==> config.mk <==
export PLATFORM = sky130hd
export DESIGN_NAME = boot_subsys_top
export DESIGN_NICKNAME = d
export VERILOG_FILES = /design/src/common/boot_pkg.sv /design/src/boot_ctrl/boot_rom.sv /design/src/boot_ctrl/reset_pulse_gen.sv /design/src/boot_ctrl/boot_ctrl.sv /design/src/source/boot_sram.sv /design/src/source/boot_subsys_top.sv
export SDC_FILE = /design/constraint.sdc
export NUM_CORES = 2
export LEC_CHECK = 0
export ABC_AREA = 0
export BUFFER_PORTS_ARGS = -buffer_cell sky130_fd_sc_hd__buf_4
export CELL_PAD_IN_SITES_DETAIL_PLACEMENT = 1
export CELL_PAD_IN_SITES_GLOBAL_PLACEMENT = 2
export CORE_MARGIN = 2
export CORE_UTILIZATION = 30
export DETAILED_ROUTE_END_ITERATION = 10
export PLACE_DENSITY_LB_ADDON = 0.1
export SLEW_MARGIN = 20
export SYNTH_ARGS = -nofsm -noshare
export SYNTH_HDL_FRONTEND = slang
export SYNTH_HIERARCHICAL = 1
export SYNTH_SLANG_ARGS = --single-unit
==> constraint.sdc <==
create_clock -name clk_i -period 2.87 [get_ports clk_i]
set_input_delay 0.574 -clock clk_i [delete_from_list [all_inputs] [get_ports clk_i]]
set_output_delay 0.574 -clock clk_i [all_outputs]
set_load 0.005 [all_outputs]
==> src/source/boot.hex <==
// one 32-bit boot word per line, rom address 0 upward
00000297
03028293
00100313
0062a023
00428293
fff30313
fe031ce3
000012b7
80028293
00028067
0000006f
13579bdf
2468ace0
deadbeef
0f1e2d3c
a5c3e781

==> src/common/boot_pkg.sv <==
package boot_pkg;

   // datapath
   localparam int DATA_W = 32;
   localparam int STRB_W = DATA_W / 8;

   // on-chip sram
   localparam int SRAM_WORDS = 64;
   localparam int SRAM_AW = 6;

   // boot image
   localparam int ROM_WORDS = 16;
   localparam int ROM_AW = 4;

   // boot code lands in the top words of the sram
   localparam int BOOT_BASE = SRAM_WORDS - ROM_WORDS;

   // software requested cpu reset
   localparam int RST_PULSE_CYCLES = 12;
   localparam int PULSE_CNT_W = $clog2(RST_PULSE_CYCLES + 1);

   // control register write data: bit 0 boot flag, bit 1 reset request
   localparam int CTRL_WDATA_W = 2;

   typedef logic [DATA_W-1:0]       data_t;
   typedef logic [STRB_W-1:0]       strb_t;
   typedef logic [SRAM_AW-1:0]      sram_addr_t;
   typedef logic [ROM_AW-1:0]       rom_addr_t;
   typedef logic [PULSE_CNT_W-1:0]  pulse_cnt_t;
   typedef logic [CTRL_WDATA_W-1:0] ctrl_wdata_t;

   typedef struct packed {
      logic        valid;
      ctrl_wdata_t wdata;
      strb_t       wstrb;
   } ctrl_req_t;

   typedef struct packed {
      logic  ready;
      logic  rvalid;
      data_t rdata;
   } ctrl_rsp_t;

   // cpu data port, no strobes means read
   typedef struct packed {
      logic       valid;
      sram_addr_t addr;
      data_t      wdata;
      strb_t      wstrb;
   } mem_req_t;

   typedef struct packed {
      logic  ready;
      logic  rvalid;
      data_t rdata;
   } mem_rsp_t;

   // loader always writes full words
   typedef struct packed {
      logic       valid;
      sram_addr_t addr;
      data_t      wdata;
   } load_wr_t;

   typedef enum logic [1:0] {
      COPY_READ,
      COPY_LAST,
      COPY_DONE
   } copy_state_t;

endpackage

==> src/boot_ctrl/boot_rom.sv <==
`timescale 1ns/10ps

module boot_rom (
   input  logic                clk_i,
   input  logic                rd_en_i,
   input  boot_pkg::rom_addr_t addr_i,
   output boot_pkg::data_t     rdata_o
);

   boot_pkg::data_t mem [boot_pkg::ROM_WORDS];
   boot_pkg::data_t rdata_q;

   // image file sits next to the simulation run directory
   initial begin
      $readmemh("/design/src/source/boot.hex", mem);
   end

   // output holds its value between enabled reads
   always_ff @(posedge clk_i) begin
      if (rd_en_i) begin
         rdata_q <= mem[addr_i];
      end
   end

   assign rdata_o = rdata_q;

endmodule

==> src/boot_ctrl/reset_pulse_gen.sv <==
`timescale 1ns/10ps

module reset_pulse_gen (
   input  logic clk_i,
   input  logic arst_i,
   input  logic start_i,
   output logic pulse_o
);

   boot_pkg::pulse_cnt_t cnt_q;

   // start reloads even while a pulse is running
   always_ff @(posedge clk_i or posedge arst_i) begin
      if (arst_i) begin
         cnt_q <= '0;
      end else if (start_i) begin
         cnt_q <= boot_pkg::pulse_cnt_t'(boot_pkg::RST_PULSE_CYCLES);
      end else if (cnt_q != '0) begin
         cnt_q <= cnt_q - 1'b1;
      end
   end

   // high for exactly RST_PULSE_CYCLES cycles after the start
   assign pulse_o = (cnt_q != '0);

endmodule

==> src/boot_ctrl/boot_ctrl.sv <==
`timescale 1ns/10ps

module boot_ctrl (
   input  logic                clk_i,
   input  logic                arst_i,
   input  boot_pkg::ctrl_req_t ctrl_req_i,
   output boot_pkg::ctrl_rsp_t ctrl_rsp_o,
   output boot_pkg::load_wr_t  load_wr_o,
   output logic                cpu_rst_o,
   output logic                boot_o
);

   logic boot_wr;
   logic boot_rd;
   logic boot_nxt;
   logic boot_q;
   logic rvalid_q;
   logic rst_req;
   logic rst_pulse;
   logic loading;

   boot_pkg::copy_state_t state_q;
   boot_pkg::rom_addr_t   rom_addr_q;
   logic                  rom_rd_en;
   boot_pkg::data_t       rom_rdata;
   logic                  wr_valid_q;
   boot_pkg::sram_addr_t  wr_addr_q;

   // control register access
   assign boot_wr = ctrl_req_i.valid & (|ctrl_req_i.wstrb);
   assign boot_rd = ctrl_req_i.valid & ~(|ctrl_req_i.wstrb);
   assign rst_req = boot_wr & ctrl_req_i.wdata[1];

   // value the boot flag takes at the next edge
   assign boot_nxt = boot_wr ? ctrl_req_i.wdata[0] : boot_q;

   always_ff @(posedge clk_i or posedge arst_i) begin
      if (arst_i) begin
         boot_q   <= 1'b1;
         rvalid_q <= 1'b0;
      end else begin
         boot_q   <= boot_nxt;
         rvalid_q <= boot_rd;
      end
   end

   assign ctrl_rsp_o.ready  = 1'b1;
   assign ctrl_rsp_o.rvalid = rvalid_q;
   assign ctrl_rsp_o.rdata  = {{(boot_pkg::DATA_W-1){1'b0}}, boot_q};
   assign boot_o            = boot_q;

   // copy sequencer, rom read in cycle k, sram write in cycle k+1
   assign rom_rd_en = (state_q == boot_pkg::COPY_READ) & boot_q;

   always_ff @(posedge clk_i or posedge arst_i) begin
      if (arst_i) begin
         state_q    <= boot_pkg::COPY_READ;
         rom_addr_q <= '0;
         wr_valid_q <= 1'b0;
      end else begin
         // drop the pending write if software clears the flag
         wr_valid_q <= rom_rd_en & boot_nxt;
         case (state_q)
            boot_pkg::COPY_READ: begin
               if (!boot_q) begin
                  state_q <= boot_pkg::COPY_DONE;
               end else begin
                  rom_addr_q <= rom_addr_q + 1'b1;
                  if (rom_addr_q == boot_pkg::rom_addr_t'(boot_pkg::ROM_WORDS - 1)) begin
                     state_q <= boot_pkg::COPY_LAST;
                  end
               end
            end
            boot_pkg::COPY_LAST: begin
               state_q <= boot_pkg::COPY_DONE;
            end
            default: begin
               state_q <= boot_pkg::COPY_DONE;
            end
         endcase
      end
   end

   always_ff @(posedge clk_i) begin
      wr_addr_q <= boot_pkg::sram_addr_t'(boot_pkg::BOOT_BASE + rom_addr_q);
   end

   assign load_wr_o.valid = wr_valid_q;
   assign load_wr_o.addr  = wr_addr_q;
   assign load_wr_o.wdata = rom_rdata;

   // cpu held in reset while loading or on request
   assign loading   = (state_q != boot_pkg::COPY_DONE) | wr_valid_q;
   assign cpu_rst_o = loading | rst_pulse;

   boot_rom i_boot_rom (
      .clk_i   (clk_i),
      .rd_en_i (rom_rd_en),
      .addr_i  (rom_addr_q),
      .rdata_o (rom_rdata)
   );

   reset_pulse_gen i_reset_pulse_gen (
      .clk_i   (clk_i),
      .arst_i  (arst_i),
      .start_i (rst_req),
      .pulse_o (rst_pulse)
   );

   a_load_needs_boot: assert property (
      @(posedge clk_i) disable iff (arst_i)
      load_wr_o.valid |-> boot_o
   ) else $error("loader write while boot flag is clear");

   a_load_in_region: assert property (
      @(posedge clk_i) disable iff (arst_i)
      load_wr_o.valid |-> (load_wr_o.addr >= boot_pkg::sram_addr_t'(boot_pkg::BOOT_BASE))
   ) else $error("loader write outside boot region");

endmodule

==> src/source/boot_sram.sv <==
`timescale 1ns/10ps

module boot_sram (
   input  logic               clk_i,
   input  logic               arst_i,
   input  boot_pkg::load_wr_t load_wr_i,
   input  boot_pkg::mem_req_t mem_req_i,
   output boot_pkg::mem_rsp_t mem_rsp_o
);

   boot_pkg::data_t mem [boot_pkg::SRAM_WORDS];
   boot_pkg::data_t rdata_q;
   logic            rvalid_q;
   logic            cpu_ready;
   logic            cpu_acc;
   logic            cpu_wr;
   logic            cpu_rd;

   // loader owns the port whenever it writes
   assign cpu_ready = ~load_wr_i.valid;
   assign cpu_acc   = mem_req_i.valid & cpu_ready;
   assign cpu_wr    = cpu_acc & (|mem_req_i.wstrb);
   assign cpu_rd    = cpu_acc & ~(|mem_req_i.wstrb);

   always_ff @(posedge clk_i) begin
      if (load_wr_i.valid) begin
         mem[load_wr_i.addr] <= load_wr_i.wdata;
      end else if (cpu_wr) begin
         for (int b = 0; b < boot_pkg::STRB_W; b++) begin
            if (mem_req_i.wstrb[b]) begin
               mem[mem_req_i.addr][8*b +: 8] <= mem_req_i.wdata[8*b +: 8];
            end
         end
      end
      if (cpu_rd) begin
         rdata_q <= mem[mem_req_i.addr];
      end
   end

   always_ff @(posedge clk_i or posedge arst_i) begin
      if (arst_i) begin
         rvalid_q <= 1'b0;
      end else begin
         rvalid_q <= cpu_rd;
      end
   end

   assign mem_rsp_o.ready  = cpu_ready;
   assign mem_rsp_o.rvalid = rvalid_q;
   assign mem_rsp_o.rdata  = rdata_q;

   // read data never comes from a cycle the loader owned
   a_no_rd_during_load: assert property (
      @(posedge clk_i) disable iff (arst_i)
      mem_rsp_o.rvalid |-> $past(!load_wr_i.valid)
   ) else $error("cpu read accepted during loader write");

endmodule

==> src/source/boot_subsys_top.sv <==
`timescale 1ns/10ps

module boot_subsys_top (
   input  logic                clk_i,
   input  logic                arst_i,
   input  boot_pkg::ctrl_req_t ctrl_req_i,
   output boot_pkg::ctrl_rsp_t ctrl_rsp_o,
   input  boot_pkg::mem_req_t  mem_req_i,
   output boot_pkg::mem_rsp_t  mem_rsp_o,
   output logic                cpu_rst_o,
   output logic                boot_o
);

   // loader path from the controller into the sram
   boot_pkg::load_wr_t load_wr;

   boot_ctrl i_boot_ctrl (
      .clk_i      (clk_i),
      .arst_i     (arst_i),
      .ctrl_req_i (ctrl_req_i),
      .ctrl_rsp_o (ctrl_rsp_o),
      .load_wr_o  (load_wr),
      .cpu_rst_o  (cpu_rst_o),
      .boot_o     (boot_o)
   );

   // cpu data port shares the single sram port with the loader
   boot_sram i_boot_sram (
      .clk_i     (clk_i),
      .arst_i    (arst_i),
      .load_wr_i (load_wr),
      .mem_req_i (mem_req_i),
      .mem_rsp_o (mem_rsp_o)
   );

endmodule

==> impl_metrics.json <==
{
  "outcome": "finished with violations",
  "failed_checks": "setup timing",
  "synthFlopType": "edfxtp_1",
  "r2r-end": "i_boot_sram/mem[40][28]$_DFFE_PP_",
  "syn-instance-count": 4114,
  "min_delay_path_depth": 4,
  "max_slew_margin_pct": 37.0,
  "grt_overflow": 0,
  "cts-root-buf": "clkbuf_16",
  "die_h_um": 529,
  "arrival_ns": 2.49,
  "drive_gt1_share_pct": 36.2,
  "layout_setup_ws_ns": -0.193,
  "clockBufferDepth": 3,
  "leakagePower_nw": 34.2,
  "grt_pass1_vias": 46348,
  "ys_types": 60,
  "drt_first_pass_iters": 5,
  "areaGrowthSynthToFinish_pct": 25.0,
  "ff_latch_area_um2": 62900,
  "synth.most_common_cell": "edfxtp_1",
  "slowest_delay_ns": 0.49,
  "slew_violations": 0,
  "multi_input_area_um2": 18500,
  "fillers": 26572,
  "via_per_inst": 4.84,
  "criticalPathCategory": "register to output pin",
  "setup_viol": 1,
  "ys_async_sr_fraction_pct": 0.667,
  "syn_area_per_cell_um2": 20.1,
  "clock_latency_ns": 0.88,
  "routedWlPerCell_um": 29.4,
  "p_total_w": 0.0691,
  "num-nets-final": 5084,
  "required_ns": 2.30,
  "cpLargestDelayFamily": "simple AND/OR/NAND/NOR gates",
  "hold_end": "i_boot_ctrl/wr_valid_q$_DFF_PP0_",
  "die_x_um": 529,
  "synth_top_area_share_pct": 75.4,
  "ys_top_cells_by_area": "edfxtp_1 75%, mux4_2 14%, mux2i_1 1.4%",
  "min_path_type": "input pin to register",
  "fin_crit_ns": 3.06,
  "power_density_nw_per_um2": 668,
  "cts_made_buffers": 229,
  "grt_setup_unrepaired": "true",
  "cp_cell_sequence": "inv_2 -> ha_4 -> or3b_4 -> or4b_4 -> buf_6",
  "yosysWarnings": 6,
  "critPathBufInv": 2,
  "antenna_found_initial": 24,
  "fmax_mhz": 326,
  "drt_iter0_markers": 3435,
  "hpwlAfterDp_mm": 181,
  "start_kind": "register",
  "wirelength_mm": 262,
  "synth-seq-cells": 2098,
  "cts.clk_slew.worst_paths_ns": 0.06,
  "critPathSlowestCell": "or4b_4",
  "crit_path_max_fanout": 2,
  "tightest_slew_ns": 0.941,
  "hold_start": "ctrl_req_i[2]",
  "layoutNonFillerInstCount": 8919,
  "rrSetupSlack_ns": 0.08,
  "max-vdd-ir-drop_uv": 576,
  "crit_path_end_kind": "output pin",
  "cts_tree": "yes",
  "crit_path_start": "i_boot_ctrl/i_reset_pulse_gen/cnt_q[1]$_DFFE_PP0P_",
  "post-route-period-util_pct": 107,
  "core_um2": 274000,
  "post-route-drc-count": 0,
  "portBuffers": 89,
  "synth_top_cell_by_area": "edfxtp_1",
  "r2r-start": "i_boot_ctrl/wr_valid_q$_DFF_PP0_",
  "num_rows": 192,
  "fin_skew_ns": 0.0304,
  "gp_congestion": 0.757,
  "syn-cell-area_um2": 82800,
  "grt_pass1_wl_mm": 370,
  "synth-seq-area-share_pct": 75.9,
  "r2r_cells": 12,
  "h-tree-depth": 4,
  "synth-edff-count": 2080,
  "num_io_pins": 122,
  "via_count": 43190,
  "maxCapViolations": 0,
  "track_usage_pct": 18.8,
  "grt_max_degree": 65,
  "hold_violations": 0,
  "dieArea_um2": 280000,
  "placedCellCount": 8468,
  "antenna_left": 0,
  "initial_core_util_pct": 30.2,
  "synth_commonest_cells": "2080 x edfxtp_1, 502 x mux4_2, 264 x nor2_1, 234 x nand2_1, 173 x nor3_1",
  "clock-sinks": 2098
}
==> timing repair <==
action	in CTS	in global routing
pin swaps	2	0
setup buffers	9	2
resized for setup	14	9
hold buffers	5	0
endpoints found under the setup margin	1659	67
hold endpoints to repair	16	0
==> worst min-delay path: stages <==
cell and delay, ns:
buf_4 0.10, o41ai_4 0.07, nor2_1 0.11, nor2_1 0.06
==> power by group <==
part	internal, W	switching, W	total, W
logic	0.00222	0.00332	0.00554
clock network	0.0169	0.0125	0.0294
registers	0.0341	0.0000644	0.0342
total	0.0533	0.0159	0.0691
==> final cells by class <==
type,instances,area share (%)
timing repair buffer,955,9.68
multi-input combinational,1734,17.8
sequential,2098,60.8
tap,3686,4.46
clock buffer,282,5.77
inverter,11,0.0508
antenna,4,0.00967
clock inverter,149,1.42
==> kinds of logic after synthesis <==
kind of cell    share of synthesized area, %
xor+xnor                              0.0317
simple gates                            3.83
fa+ha+maj                             0.0453
buf+inv                                 2.42
mux                                     15.7
flops                                   75.9
compound gates                          1.99
other cells                           0.0136
==> flip-flops by register name (all words and copies together), names as in the netlist <==
signal,flops
i_boot_ctrl/wr_addr_q,4
i_boot_sram/rvalid_q,1
i_boot_ctrl/boot_o,1
i_boot_ctrl/state_q,2
i_boot_ctrl/rvalid_q,1
i_boot_ctrl/i_reset_pulse_gen/cnt_q,4
i_boot_sram/mem,2048
i_boot_sram/rdata_q,32
i_boot_ctrl/rom_addr_q,4
i_boot_ctrl/wr_valid_q,1
==> per-stage QoR <==
step	hold slack, ns	utilization (%)	setup TNS, ns	cell area, um2	setup slack [ns]
after CTS	0.00623	37.7	-0.257	103000	-0.257
final	0.0818	37.8	-0.193	103000	-0.193
after detailed placement	0.424	34.9	-869.14	95800	-0.770
after global routing	0.0492	37.8	-0.287	103000	-0.287
after global placement	0.415	34.9	-937.09	95700	-0.851
after floorplan	0.303	-	0	83100	0.0654
==> layer usage <==
layer / vias to the layer above / GRT usage [%] / wire length (um)
met2: 796 / 30.0 / 123000
met4: 16 / 4.04 / 5730
met1: 23530 / 26.6 / 121000
met3: 301 / 3.32 / 11300
met5: - / 0 / 95
li1: 18547 / - / -
==> worst max-delay path by stage <==
| stage | to | slack (ns) | cells after the start |
|---|---|---|---|
| 2_1_floorplan | i_boot_sram/mem[22][10]$_DFFE_PP_ | 0.07 | 7 |
| 3_3_place_gp | i_boot_sram/mem[60][3]$_DFFE_PP_ | -0.85 | 9 |
| 3_5_place_dp | i_boot_sram/mem[59][30]$_DFFE_PP_ | -0.77 | 7 |
| 4_1_cts | cpu_rst_o | -0.26 | 5 |
| 5_1_grt | cpu_rst_o | -0.29 | 5 |
| 6_report | cpu_rst_o | -0.19 | 5 |
==> placed cells by master (no fill, tap or decap), types with 5 or more instances in the layout <==
cell type and count:
edfxtp_1 2080, nor3_2 10, nand2_1 230, nand2b_1 6, clkinv_1 49, nor2b_1 6, bufinv_16 24, dlygate4sd3_1 5
buf_4 721, clkinv_2 51, o21ai_0 32, mux2_2 46, a221oi_1 30, a21oi_1 96, dfrtp_1 13, nor3_1 163
o221ai_1 32, clkbuf_1 51, nand3_1 32, clkinvlp_4 12, mux2i_1 115, mux4_2 502, conb_1 66, nor2_1 252
a21oi_4 8, inv_1 6, buf_12 223, clkbuf_16 231, clkinv_8 5, nor2_2 10, a31oi_1 30
Note: power is estimated with default switching activity, not from simulation.
